## config.mk

```make
export PLATFORM = sky130hd
export DESIGN_NAME = mem_read_top
export DESIGN_NICKNAME = d
export VERILOG_FILES = /design/src/design/mem_read_pkg.sv /design/src/design/addr_dep_table.sv /design/src/design/pipe_stage.sv /design/src/design/mem_read_issue.sv /design/src/design/mem_read_top.sv
export SDC_FILE = /design/constraint.sdc
export NUM_CORES = 1
export LEC_CHECK = 0
export ABC_AREA = 1
export BUFFER_PORTS_ARGS = -buffer_cell sky130_fd_sc_hd__buf_2
export CELL_PAD_IN_SITES_DETAIL_PLACEMENT = 2
export CELL_PAD_IN_SITES_GLOBAL_PLACEMENT = 2
export CORE_ASPECT_RATIO = 1.4
export CORE_UTILIZATION = 33
export CTS_BUF_LIST = sky130_fd_sc_hd__clkbuf_8
export CTS_CLUSTER_SIZE = 28
export DETAILED_ROUTE_END_ITERATION = 16
export PLACE_DENSITY = 0.87
export SYNTH_ARGS = -nofsm -noshare
export SYNTH_HDL_FRONTEND = slang
export SYNTH_HIERARCHICAL = 1
export SYNTH_SLANG_ARGS = --single-unit
```

## constraint.sdc

```tcl
create_clock -name clk -period 10.3 [get_ports clk]
set_clock_uncertainty 0.15 [all_clocks]
set_input_delay 1.03 -clock clk [delete_from_list [all_inputs] [get_ports clk]]
set_output_delay 1.03 -clock clk [all_outputs]
set_load 0.03 [all_outputs]
```

## src/design/mem_read_pkg.sv

```systemverilog
/*
 * Memory read stage shared definitions
 * Field widths, size codes, dependency table depth and the stage payload
 */
package mem_read_pkg;

    localparam int OP_W      = 64;   // Operand width
    localparam int ADDR_W    = 32;   // Low operand bits compared as address
    localparam int IMM_W     = 48;
    localparam int PC_W      = 32;
    localparam int OPC_W     = 16;
    localparam int REG_W     = 3;
    localparam int SIZE_W    = 3;
    localparam int ALU_W     = 4;
    localparam int FLAG_W    = 3;
    localparam int BYTES_W   = 4;    // Byte count up to 8

    // Pending store records
    localparam int DEP_DEPTH = 4;
    localparam int DEP_PTR_W = 2;

    localparam logic [SIZE_W-1:0] SIZE_1B = 3'd0;
    localparam logic [SIZE_W-1:0] SIZE_2B = 3'd1;
    localparam logic [SIZE_W-1:0] SIZE_4B = 3'd2;
    localparam logic [SIZE_W-1:0] SIZE_8B = 3'd3;

    // Byte count of a size code
    function automatic logic [BYTES_W-1:0] size_bytes(input logic [SIZE_W-1:0] size);
        case (size)
            SIZE_1B: return 4'd1;
            SIZE_2B: return 4'd2;
            SIZE_4B: return 4'd4;
            SIZE_8B: return 4'd8;
            default: return 4'd8;    // Codes above 3 act as 8 bytes
        endcase
    endfunction

    typedef struct packed {
        logic [SIZE_W-1:0] size;
        logic              set_d_flag;
        logic              clear_d_flag;
        logic [OP_W-1:0]   op_a;
        logic [OP_W-1:0]   op_b;
        logic [REG_W-1:0]  op_a_reg;
        logic              op_a_is_address;
        logic [IMM_W-1:0]  imm;
        logic [ALU_W-1:0]  alu_op;
        logic [FLAG_W-1:0] flag_0;
        logic [FLAG_W-1:0] flag_1;
        logic [PC_W-1:0]   pc;
        logic              branch_taken;
        logic              to_sys_controller;
        logic [OPC_W-1:0]  opcode;
    } mr_payload_t;

endpackage

```

## src/design/addr_dep_table.sv

```systemverilog
/*
 * Address dependency table
 * Circular FIFO of pending store address ranges, popped by write back,
 * with overlap compare of two read-side operands against every record
 */
module addr_dep_table
    import mem_read_pkg::*;
(
    input  logic              clk,
    input  logic              rst_n,
    input  logic              flush,
    input  logic              push,
    input  logic [ADDR_W-1:0] push_addr,
    input  logic [SIZE_W-1:0] push_size,
    input  logic              pop,
    input  logic [ADDR_W-1:0] cmp_addr0,
    input  logic [ADDR_W-1:0] cmp_addr1,
    input  logic [SIZE_W-1:0] cmp_size,
    output logic              hit0,
    output logic              hit1,
    output logic              full
);

    logic [ADDR_W-1:0]    rec_addr  [DEP_DEPTH];
    logic [BYTES_W-1:0]   rec_bytes [DEP_DEPTH];
    logic [DEP_DEPTH-1:0] rec_valid;
    logic [DEP_PTR_W-1:0] head;
    logic [DEP_PTR_W-1:0] tail;
    logic [DEP_PTR_W:0]   count;
    logic                 do_push;
    logic                 do_pop;
    logic [ADDR_W:0]      cmp_end0;
    logic [ADDR_W:0]      cmp_end1;

    assign full    = (count == (DEP_PTR_W+1)'(DEP_DEPTH));
    assign do_push = push && !full;
    assign do_pop  = pop && (count != '0);    // Pop on empty is dropped

    always_ff @(posedge clk or negedge rst_n) begin
        if (!rst_n) begin
            head      <= '0;
            tail      <= '0;
            count     <= '0;
            rec_valid <= '0;
        end else if (flush) begin
            head      <= '0;
            tail      <= '0;
            count     <= '0;
            rec_valid <= '0;
        end else begin
            if (do_push) begin
                rec_valid[tail] <= 1'b1;
                tail            <= tail + 1'b1;
            end
            if (do_pop) begin
                rec_valid[head] <= 1'b0;    // Oldest store has finished
                head            <= head + 1'b1;
            end
            case ({do_push, do_pop})
                2'b10:   count <= count + 1'b1;
                2'b01:   count <= count - 1'b1;
                default: count <= count;
            endcase
        end
    end

    always_ff @(posedge clk) begin
        if (do_push) begin
            rec_addr[tail]  <= push_addr;
            rec_bytes[tail] <= size_bytes(push_size);
        end
    end

    // Half-open ranges, one extra bit so the end never wraps
    assign cmp_end0 = {1'b0, cmp_addr0} + (ADDR_W+1)'(size_bytes(cmp_size));
    assign cmp_end1 = {1'b0, cmp_addr1} + (ADDR_W+1)'(size_bytes(cmp_size));

    always_comb begin
        logic [ADDR_W:0] rec_start;
        logic [ADDR_W:0] rec_end;
        hit0 = 1'b0;
        hit1 = 1'b0;
        for (int i = 0; i < DEP_DEPTH; i++) begin
            rec_start = {1'b0, rec_addr[i]};
            rec_end   = rec_start + (ADDR_W+1)'(rec_bytes[i]);
            if (rec_valid[i] && ({1'b0, cmp_addr0} < rec_end) && (rec_start < cmp_end0)) begin
                hit0 = 1'b1;
            end
            if (rec_valid[i] && ({1'b0, cmp_addr1} < rec_end) && (rec_start < cmp_end1)) begin
                hit1 = 1'b1;
            end
        end
    end

    // Issue logic must hold address writers back while the table is full
    a_no_push_full: assert property (@(posedge clk) disable iff (!rst_n) push |-> !full)
        else $error("push while dependency table full");

    a_count_bound: assert property (@(posedge clk) disable iff (!rst_n)
        count <= (DEP_PTR_W+1)'(DEP_DEPTH))
        else $error("dependency table count overflow");

endmodule

```

## src/design/pipe_stage.sv

```systemverilog
/*
 * Single register valid/ready pipeline stage
 * Full throughput hand-off with flush, payload type set by parameter
 */
module pipe_stage #(
    parameter type payload_t = logic
) (
    input  logic     clk,
    input  logic     rst_n,
    input  logic     flush,
    input  logic     in_valid,
    output logic     in_ready,
    input  payload_t in_data,
    output logic     out_valid,
    input  logic     out_ready,
    output payload_t out_data
);

    logic load;

    // Free when empty or when the held item leaves this cycle
    assign in_ready = !out_valid || out_ready;
    assign load     = in_valid && in_ready && !flush;

    always_ff @(posedge clk or negedge rst_n) begin
        if (!rst_n) begin
            out_valid <= 1'b0;
        end else if (flush) begin
            out_valid <= 1'b0;    // Held item is dropped
        end else if (in_ready) begin
            out_valid <= in_valid;
        end
    end

    always_ff @(posedge clk) begin
        if (load) begin
            out_data <= in_data;
        end
    end

    // Stalled item must hold until execute takes it
    a_hold_stable: assert property (@(posedge clk) disable iff (!rst_n)
        (out_valid && !out_ready && !flush) |=> (out_valid && $stable(out_data)))
        else $error("pipe stage output changed under back-pressure");

endmodule

```

## src/design/mem_read_issue.sv

```systemverilog
/*
 * Memory read issue logic
 * Applies the address hazard halt, forms the stage payload
 * and pushes new store ranges into the dependency table
 */
module mem_read_issue
    import mem_read_pkg::*;
(
    input  logic              a_valid,
    output logic              a_ready,
    input  logic [SIZE_W-1:0] a_size,
    input  logic              a_set_d_flag,
    input  logic              a_clear_d_flag,
    input  logic [OP_W-1:0]   a_op0,
    input  logic [OP_W-1:0]   a_op1,
    input  logic [REG_W-1:0]  a_op0_reg,
    input  logic              a_op0_is_address,
    input  logic              a_op1_is_address,
    input  logic [IMM_W-1:0]  a_imm,
    input  logic [ALU_W-1:0]  a_alu_op,
    input  logic [FLAG_W-1:0] a_flag_0,
    input  logic [FLAG_W-1:0] a_flag_1,
    input  logic [PC_W-1:0]   a_pc,
    input  logic              a_branch_taken,
    input  logic              a_to_sys_controller,
    input  logic [OPC_W-1:0]  a_opcode,
    input  logic              flush,
    output logic              stage_valid,
    input  logic              stage_ready,
    output mr_payload_t       stage_data,
    output logic              push,
    output logic [ADDR_W-1:0] push_addr,
    output logic [SIZE_W-1:0] push_size,
    output logic [ADDR_W-1:0] cmp_addr0,
    output logic [ADDR_W-1:0] cmp_addr1,
    output logic [SIZE_W-1:0] cmp_size,
    input  logic              hit0,
    input  logic              hit1,
    input  logic              full
);

    logic halt;

    assign cmp_addr0 = a_op0[ADDR_W-1:0];    // Low bits only
    assign cmp_addr1 = a_op1[ADDR_W-1:0];
    assign cmp_size  = a_size;

    // Overlap only matters on operands that really are addresses
    assign halt = (hit0 && a_op0_is_address) || (hit1 && a_op1_is_address)
                || (full && a_op0_is_address);

    assign a_ready     = stage_ready && !halt && !flush;
    assign stage_valid = a_valid && !halt && !flush;

    // Record the destination range as soon as the op enters the stage
    assign push      = a_valid && a_ready && a_op0_is_address;
    assign push_addr = a_op0[ADDR_W-1:0];
    assign push_size = a_size;

    assign stage_data = '{
        size:              a_size,
        set_d_flag:        a_set_d_flag,
        clear_d_flag:      a_clear_d_flag,
        op_a:              a_op0,
        op_b:              a_op1,
        op_a_reg:          a_op0_reg,
        op_a_is_address:   a_op0_is_address,
        imm:               a_imm,
        alu_op:            a_alu_op,
        flag_0:            a_flag_0,
        flag_1:            a_flag_1,
        pc:                a_pc,
        branch_taken:      a_branch_taken,
        to_sys_controller: a_to_sys_controller,
        opcode:            a_opcode
    };

endmodule

```

## src/design/mem_read_top.sv

```systemverilog
/*
 * Memory read stage top
 * Issue logic, address dependency table and one pipe stage toward execute
 */
module mem_read_top
    import mem_read_pkg::*;
(
    input  logic              clk,
    input  logic              rst_n,
    input  logic              flush,
    input  logic              wb_valid,
    input  logic              wb_ready,
    input  logic              wb_to_memory,
    input  logic              a_valid,
    output logic              a_ready,
    input  logic [SIZE_W-1:0] a_size,
    input  logic              a_set_d_flag,
    input  logic              a_clear_d_flag,
    input  logic [OP_W-1:0]   a_op0,
    input  logic [OP_W-1:0]   a_op1,
    input  logic [REG_W-1:0]  a_op0_reg,
    input  logic              a_op0_is_address,
    input  logic              a_op1_is_address,
    input  logic [IMM_W-1:0]  a_imm,
    input  logic [ALU_W-1:0]  a_alu_op,
    input  logic [FLAG_W-1:0] a_flag_0,
    input  logic [FLAG_W-1:0] a_flag_1,
    input  logic [PC_W-1:0]   a_pc,
    input  logic              a_branch_taken,
    input  logic              a_to_sys_controller,
    input  logic [OPC_W-1:0]  a_opcode,
    output logic              e_valid,
    input  logic              e_ready,
    output logic [SIZE_W-1:0] e_size,
    output logic              e_set_d_flag,
    output logic              e_clear_d_flag,
    output logic [OP_W-1:0]   e_op_a,
    output logic [OP_W-1:0]   e_op_b,
    output logic [REG_W-1:0]  e_op_a_reg,
    output logic              e_op_a_is_address,
    output logic [IMM_W-1:0]  e_imm,
    output logic [ALU_W-1:0]  e_alu_op,
    output logic [FLAG_W-1:0] e_flag_0,
    output logic [FLAG_W-1:0] e_flag_1,
    output logic [PC_W-1:0]   e_pc,
    output logic              e_branch_taken,
    output logic              e_to_sys_controller,
    output logic [OPC_W-1:0]  e_opcode
);

    logic              in_valid;
    logic              in_ready;
    mr_payload_t       in_data;
    mr_payload_t       out_data;
    logic              push;
    logic [ADDR_W-1:0] push_addr;
    logic [SIZE_W-1:0] push_size;
    logic              pop;
    logic [ADDR_W-1:0] cmp_addr0;
    logic [ADDR_W-1:0] cmp_addr1;
    logic [SIZE_W-1:0] cmp_size;
    logic              hit0;
    logic              hit1;
    logic              full;

    // Completed store from write back
    assign pop = wb_valid && wb_ready && wb_to_memory;

    mem_read_issue issue0 (
        .a_valid             (a_valid),
        .a_ready             (a_ready),
        .a_size              (a_size),
        .a_set_d_flag        (a_set_d_flag),
        .a_clear_d_flag      (a_clear_d_flag),
        .a_op0               (a_op0),
        .a_op1               (a_op1),
        .a_op0_reg           (a_op0_reg),
        .a_op0_is_address    (a_op0_is_address),
        .a_op1_is_address    (a_op1_is_address),
        .a_imm               (a_imm),
        .a_alu_op            (a_alu_op),
        .a_flag_0            (a_flag_0),
        .a_flag_1            (a_flag_1),
        .a_pc                (a_pc),
        .a_branch_taken      (a_branch_taken),
        .a_to_sys_controller (a_to_sys_controller),
        .a_opcode            (a_opcode),
        .flush               (flush),
        .stage_valid         (in_valid),
        .stage_ready         (in_ready),
        .stage_data          (in_data),
        .push                (push),
        .push_addr           (push_addr),
        .push_size           (push_size),
        .cmp_addr0           (cmp_addr0),
        .cmp_addr1           (cmp_addr1),
        .cmp_size            (cmp_size),
        .hit0                (hit0),
        .hit1                (hit1),
        .full                (full)
    );

    addr_dep_table dep_table0 (
        .clk       (clk),
        .rst_n     (rst_n),
        .flush     (flush),
        .push      (push),
        .push_addr (push_addr),
        .push_size (push_size),
        .pop       (pop),
        .cmp_addr0 (cmp_addr0),
        .cmp_addr1 (cmp_addr1),
        .cmp_size  (cmp_size),
        .hit0      (hit0),
        .hit1      (hit1),
        .full      (full)
    );

    pipe_stage #(
        .payload_t (mr_payload_t)
    ) stage0 (
        .clk       (clk),
        .rst_n     (rst_n),
        .flush     (flush),
        .in_valid  (in_valid),
        .in_ready  (in_ready),
        .in_data   (in_data),
        .out_valid (e_valid),
        .out_ready (e_ready),
        .out_data  (out_data)
    );

    // Execute side fields
    assign e_size              = out_data.size;
    assign e_set_d_flag        = out_data.set_d_flag;
    assign e_clear_d_flag      = out_data.clear_d_flag;
    assign e_op_a              = out_data.op_a;
    assign e_op_b              = out_data.op_b;
    assign e_op_a_reg          = out_data.op_a_reg;
    assign e_op_a_is_address   = out_data.op_a_is_address;
    assign e_imm               = out_data.imm;
    assign e_alu_op            = out_data.alu_op;
    assign e_flag_0            = out_data.flag_0;
    assign e_flag_1            = out_data.flag_1;
    assign e_pc                = out_data.pc;
    assign e_branch_taken      = out_data.branch_taken;
    assign e_to_sys_controller = out_data.to_sys_controller;
    assign e_opcode            = out_data.opcode;

endmodule

```

[Yosys cells after proc, flatten, opt, wreduce, memory -nomap -nowiden]
Memory sizes are Yosys's and may differ from the RTL's.
Cells that the tools add are included.
Storage, ports and cells
  memory bits (writable): 144
  bits in registers: 257
  word-level logic and storage cells: 134
  output and inout bits: 247
  memories kept: 2
Memories
  dep_table0.rec_addr: depth 4, bits a word 32, read ports 4, clocked after Yosys merged registers in 0, write ports 1, RTL line addr_dep_table.sv:24  | logic [ADDR_W-1:0] rec_addr [DEP_DEPTH];
  dep_table0.rec_bytes: depth 4, bits a word 4, read ports 4, clocked after Yosys merged registers in 0, write ports 1, RTL line addr_dep_table.sv:25  | logic [BYTES_W-1:0] rec_bytes [DEP_DEPTH];
Cells by class
  reductions and logical operators: 46
  $lt $le $gt $ge: 20
  $add $sub $neg: 10
  bitwise operators: 3
  equality and inequality tests: 5
  mux-type cells: 28
Operators with widths (count)
  $lt 32x33->1: 16
  $add 32x4->33: 6
  $logic_and 1x1->1: 33
  $mux 4: 5
  $mux 1: 14
  $pmux 4 s3: 1
  $mux 2: 4
  $lt 2x3->1 const B: 2
  $pmux 3 s2: 1
  $reduce_bool 2->1: 3
  $reduce_bool 3->1: 2
  $add 2x1->2 const B: 2
  $and 4x4->4: 1
  $demux 1 s2: 2
  $ge 2x1->1 const B: 2
  $logic_not 1->1: 4
  $not 4->4: 1
  $or 4x4->4: 1
  $add 3x1->3 const B: 1
  $eq 3x1->1 const B: 1
  $eq 3x2->1 const B: 1
  $eq 3x3->1 const B: 1
  $logic_not 3->1: 1
  $logic_or 1x1->1: 3
  other kinds (4): 4

[Longest topological paths before layout]
  depth in word-level cells: 23
  depth in mapped cells: 42
  mapped depth without buffers: 41

[Hierarchy]
Netlist, hierarchy kept.
Modules (own cells, without submodules)
  addr_dep_table: instances 1, area each 21380.5 um^2, cells an instance 2705
  pipe_stage: instances 1, area each 7418.4 um^2, cells an instance 254
  mem_read_issue: instances 1, area each 2647.5 um^2, cells an instance 356
  mem_read_top: instances 1, area each 13.8 um^2, cells an instance 3

[Worst setup path after synthesis]
OpenSTA, ideal clock, no wires.
  path kind: input-to-reg
  start point: input port a_size[0]
  end point: register, netlist name stage0/out_data[0]
  library setup time: 0.659 ns
  cell stages on the path: 31
  slack: -1.004 ns
  data arrival time: 10.495 ns
  data required time: 9.491 ns
  path through: buf_4 -> inv_1 -> o21ai_0 -> ha_1 -> inv_1 -> o21ai_1 -> nand3_1 -> nand2_4 -> nand2_4 -> nor2_4 -> nand2_2 -> nor2_4 -> nand3_2 -> nor2_4 -> nand3_1 -> xor2_1 -> ha_1 -> nand4_1 -> nor3b_1 -> nand2_1 -> nand2_1 -> nand2_1 -> nand2_1 -> a21oi_1 -> nand2_1 -> nand4_1 -> nand2_1 -> nand4_1 -> nor2_1 -> nand2_1 -> nor2_2
Between the ends
  longest elaborated chain between the ends: 17
  elaborated cells on any way between the ends: 39
  classes of those cells: add/sub: 2; order compare: 8; eq/ne: 2; mux: 9; reduce/logical: 18
RTL lines
  start, declared: RTL line mem_read_top.sv:16  | input logic [SIZE_W-1:0] a_size,
  $eq 3x2->1 (tied with other cells): RTL line mem_read_pkg.sv:29  | case (size)
  $pmux 4 s3 (*): RTL line mem_read_pkg.sv:29
  $add 32x4->33 (*): RTL line addr_dep_table.sv:76  | assign cmp_end1 = {1'b0, cmp_addr1} + (ADDR_W+1)'(size_bytes(cmp_size));
  $lt 32x33->1: RTL line addr_dep_table.sv:89  | if (rec_valid[i] && ({1'b0, cmp_addr1} < rec_end) && (rec_start < cmp_end1)) begin
  $logic_and 1x1->1: RTL line addr_dep_table.sv:89
  $mux 1 (3 in a row): RTL line addr_dep_table.sv:89
  $mux 1 (*): RTL line addr_dep_table.sv:89
  via hit1: RTL line mem_read_top.sv:63  | logic hit1;
  $logic_and 1x1->1 (*): RTL line mem_read_issue.sv:49  | assign halt = (hit0 && a_op0_is_address) || (hit1 && a_op1_is_address)
  $logic_or 1x1->1 (*): RTL line mem_read_issue.sv:49
  $logic_or 1x1->1 (*): RTL line mem_read_issue.sv:50  | || (full && a_op0_is_address);
  $logic_not 1->1 (*): RTL line mem_read_issue.sv:53  | assign stage_valid = a_valid && !halt && !flush;
  $logic_and 1x1->1 (*) (2 in a row): RTL line mem_read_issue.sv:53
  via in_valid: RTL line mem_read_top.sv:51  | logic in_valid;
  $logic_and 1x1->1 (*) (2 in a row): RTL line pipe_stage.sv:23  | assign load = in_valid && in_ready && !flush;
  via stage0.load: RTL line pipe_stage.sv:19  | logic load;
The timed path passes the listed nets; every way through them passes the cells marked *.
A chain may end at the register's enable or synchronous reset.

==> metrics.md <==
| Metric | Value |
|---|---|
| Outcome | `finished clean` |
| Yosys cell types | `54` |
| Power Density | `between 100 and 150 nW/um^2` |
| Die Span Y | `367.3 um` |
| Largest net degree at the start of global routing | `around 140` |
| Post-synthesis instance area | `about 31000 sq um` |
| Die W | `263.0 um` |
| Share of the synthesized area in the top cell type | `0.3713` |
| Crit path required time | `10.78 ns` |
| Post-CTS setup repair buffer count | `0` |
| Setup crit end | `dep_table0/rec_valid[0]` |
| Element type at the critical path end | `register` |
| Setup TNS | `0 ns` |
| Die ar. | `96590 sq um` |
| CP max-delay cell | `nor2_4` |
| Starting Density | `0.3340` |
| F_max | `~130 MHz` |
| Worst r2r src | `dep_table0/rec_addr[3][0]` |
| Final period util | `0.7198` |
| Number of DRC markers in iteration 0 | `around 1100` |
| Longest Clk Path Bufs | `3` |
| TritonCTS clock tree | `yes` |
| Syn Nets | `4105` |
| TritonCTS Buffers | `69` |
| DRT antenna net count | `0` |
| Final setup vio count | `0` |
| Core area | `approximately 94000 sq um` |
| Max-Cap Viols | `0` |
| Mapped Cells | `3318` |
| Overflow after GRT | `0` |
| RSZ-0062 raised after global routing | `no` |
| Total Routing Usage GR | `0.2622` |
| Worst reg-to-reg path cell count | `31` |
| Final Util | `0.3633` |
| Via count | `between 20000 and 30000` |
| Total power | `approximately 4000 uW` |
| Largest fanout on the critical path | `37` |
| Hold/Removal Path Class | `in2reg` |
| First-pass GRT wire length | `roughly 180000 um` |
| Register area share after synthesis | `0.3808` |
| Most used flip-flop cell after synthesis | `edfxtp_1` |
| Cell row count | `approximately 130` |
| Post-route DRC | `0` |
| H-tree Lvls | `3` |
| Hpwl dp | `106300 um` |
| IO Port Bufs | `500` |
| Worst Tran Pin Value | `1.301 ns` |
| Max incr delay on CP | `1.03 ns` |
| Worst EP arrival | `7.90 ns` |
| Clock Sinks | `401` |
| Post-synth EDFFs | `389` |
| Mean routed wirelength per cell | `26.56 um` |
| Post-DR vias/cell | `about 5.3` |
| Vias in the first global route | `28928` |
| CP most frequent cell | `nor2_1` |
| Area grow syn2layout | `8.781%` |
| Most common cell in the synthesized netlist | `nand2_1` |
| Fin. Hold Viols | `0` |
| Slew margin rel. | `0.1309` |
| Top cells by count, synth | `nand2_1 (633), ha_1 (528), edfxtp_1 (389)` |
| Startpoint Class | `register` |
| Post-layout min period | `7.414 ns` |
| Flop2flop setup slack | `2.89 ns` |
| Layout cells sized above 1 | `0.1968` |
| WL final | `127900 um` |
| FFs w/ async S/R, synth | `0.02993` |
| Antenna violations before repair | `7` |
| Fin nets | `4338` |
| Maximum VDD drop | `0.1202 mV` |
| Crit. Startpoint | `dep_table0/rec_addr[3][0]` |
| Root Driver | `clkbuf_8` |
| Worst r2r dst | `dep_table0/rec_valid[0]` |
| Slew Viols, Final | `0` |
| Synth warn | `6` |
| Synth area leaders | `edfxtp_1 (37%), ha_1 (21%), buf_4 (8.3%)` |
| Gpl congestion | `0.9548` |
| Mean Syn Cell Area | `9.482 sq um` |
| Num ports | `501` |
| First-pass DRT Iterations | `5` |
| Cell taking the most area after synthesis | `edfxtp_1` |
| Lkg Pwr | `0.01540 uW` |
| Clock insertion delay at the later pin of the skew report | `0.75 ns` |
| Worst-path clk slew | `0.07 ns` |
| Synth Register Bits | `401` |
| WS Path Type | `reg2reg` |
-- registers in the layout, summed over array words and instances (netlist names) --
| signal | count |
|---|---|
| dep_table0/tail | 2 |
| dep_table0/count | 3 |
| stage0/out_valid | 1 |
| dep_table0/rec_valid | 4 |
| dep_table0/head | 2 |
| dep_table0/rec_addr | 128 |
| stage0/out_data | 245 |
| dep_table0/rec_bytes | 16 |
-- worst max-delay path: cells and delay by family (launching register included) --
kind / cells / cell delay (ns)
and+or+nand+nor: 23 / 4.70
adders and majority gates: 3 / 0.88
DFF: 1 / 0.63
AOI/OAI and AO/OA: 2 / 0.39
buffers and inverters: 2 / 0.32
xor gates and xnor gates: 1 / 0.22
-- stage by stage --
stage	instance area [sq um]	hold WS, ns	setup WS [ns]	cells
2_1_floorplan	31470	0.3726	1.804	3318
3_3_place_gp	32990	0.4079	3.029	4694
3_5_place_dp	32990	0.4010	2.476	4694
4_1_cts	34220	0.2196	2.960	4813
5_1_grt	34220	0.2480	2.523	4816
6_report	34220	0.2986	2.886	4816
-- final cells by class --
type / instances / area [sq um]
flip-flops and latches: 401 / 11980
well taps: 1215 / 1520
fillers: 10565 / 59970
repair buffers: 511 / 2600
multi-input cells: 2302 / 15900
diodes: 3 / 7.507
clock buffers: 71 / 977.2
clock inverters: 47 / 237.7
inverters: 266 / 998.5
-- power breakdown --
group | switching, uW | internal [uW] | leakage, uW
clock network | 760 | 648 | 0.000705
registers | 38.9 | 1850 | 0.00371
logic | 487 | 225 | 0.0110
total | 1290 | 2720 | 0.0154
-- worst min-delay path by stage --
| stage | from | endpoint | slack (ns) | cells after the start |
|---|---|---|---|---|
| after floorplan | dep_table0/count[1] | dep_table0/count[1] | 0.37 | 2 |
| after global placement | stage0/out_valid | stage0/out_valid | 0.41 | 2 |
| after detailed placement | stage0/out_valid | stage0/out_valid | 0.40 | 2 |
| after CTS | a_pc[31] | stage0/out_data[49] | 0.22 | 1 |
| after global routing | a_op0_reg[2] | stage0/out_data[111] | 0.25 | 1 |
| final | a_pc[15] | stage0/out_data[33] | 0.30 | 1 |
-- layout by cell type, fill, tap and decap left out, types with 8 or more instances in the layout --
master    netlist  routed
a211oi_1       18      18
a21o_1         11      11
a21oi_1       210     210
buf_2           2     500
buf_4         347       9
clkbuf_8        0      71
clkinv_1        1      10
dfrtp_1        12      12
edfxtp_1      389     389
ha_1          528     528
inv_1         261     283
nand2_1       633     633
nand2_2        23      23
nand3_1        96      96
nand3_2        11      11
nand3b_1       13      13
nand4_1        92      92
nor2_1        246     242
nor2_2         19      18
nor2_4          9      14
nor3_1         62      62
nor3_2         12      12
nor4_1         12      12
o211ai_1        8       8
o21a_1         10      10
o21ai_0        63      63
xnor2_1        52      52
xor2_1        111     111
-- metal layers --
metal | track usage | vias up | part of all wire
li1 | - | 11637 | -
met1 | 0.2348 | 12501 | 0.33
met2 | 0.4960 | 927 | 0.52
met3 | 0.04606 | 455 | 0.047
met4 | 0.2416 | 0 | 0.10
met5 | 0 | - | 0
-- repair_timing --
item                                   in CTS  in global routing
hold buffers                                1                  0
gates resized for setup                     0                  0
endpoints found under the hold margin       9                  0
-- kinds of logic after synthesis --
group / count (synthesis) / share of synthesized area
flip-flops: 401 / 0.3808
buffers and inverters: 615 / 0.1149
XOR/XNOR: 163 / 0.04538
adder cells (fa/ha/maj): 533 / 0.2132
AO/OA/AOI/OAI: 343 / 0.06089
AND/OR/NAND/NOR: 1263 / 0.1849
No activity file was read; power rests on OpenSTA's default activity.
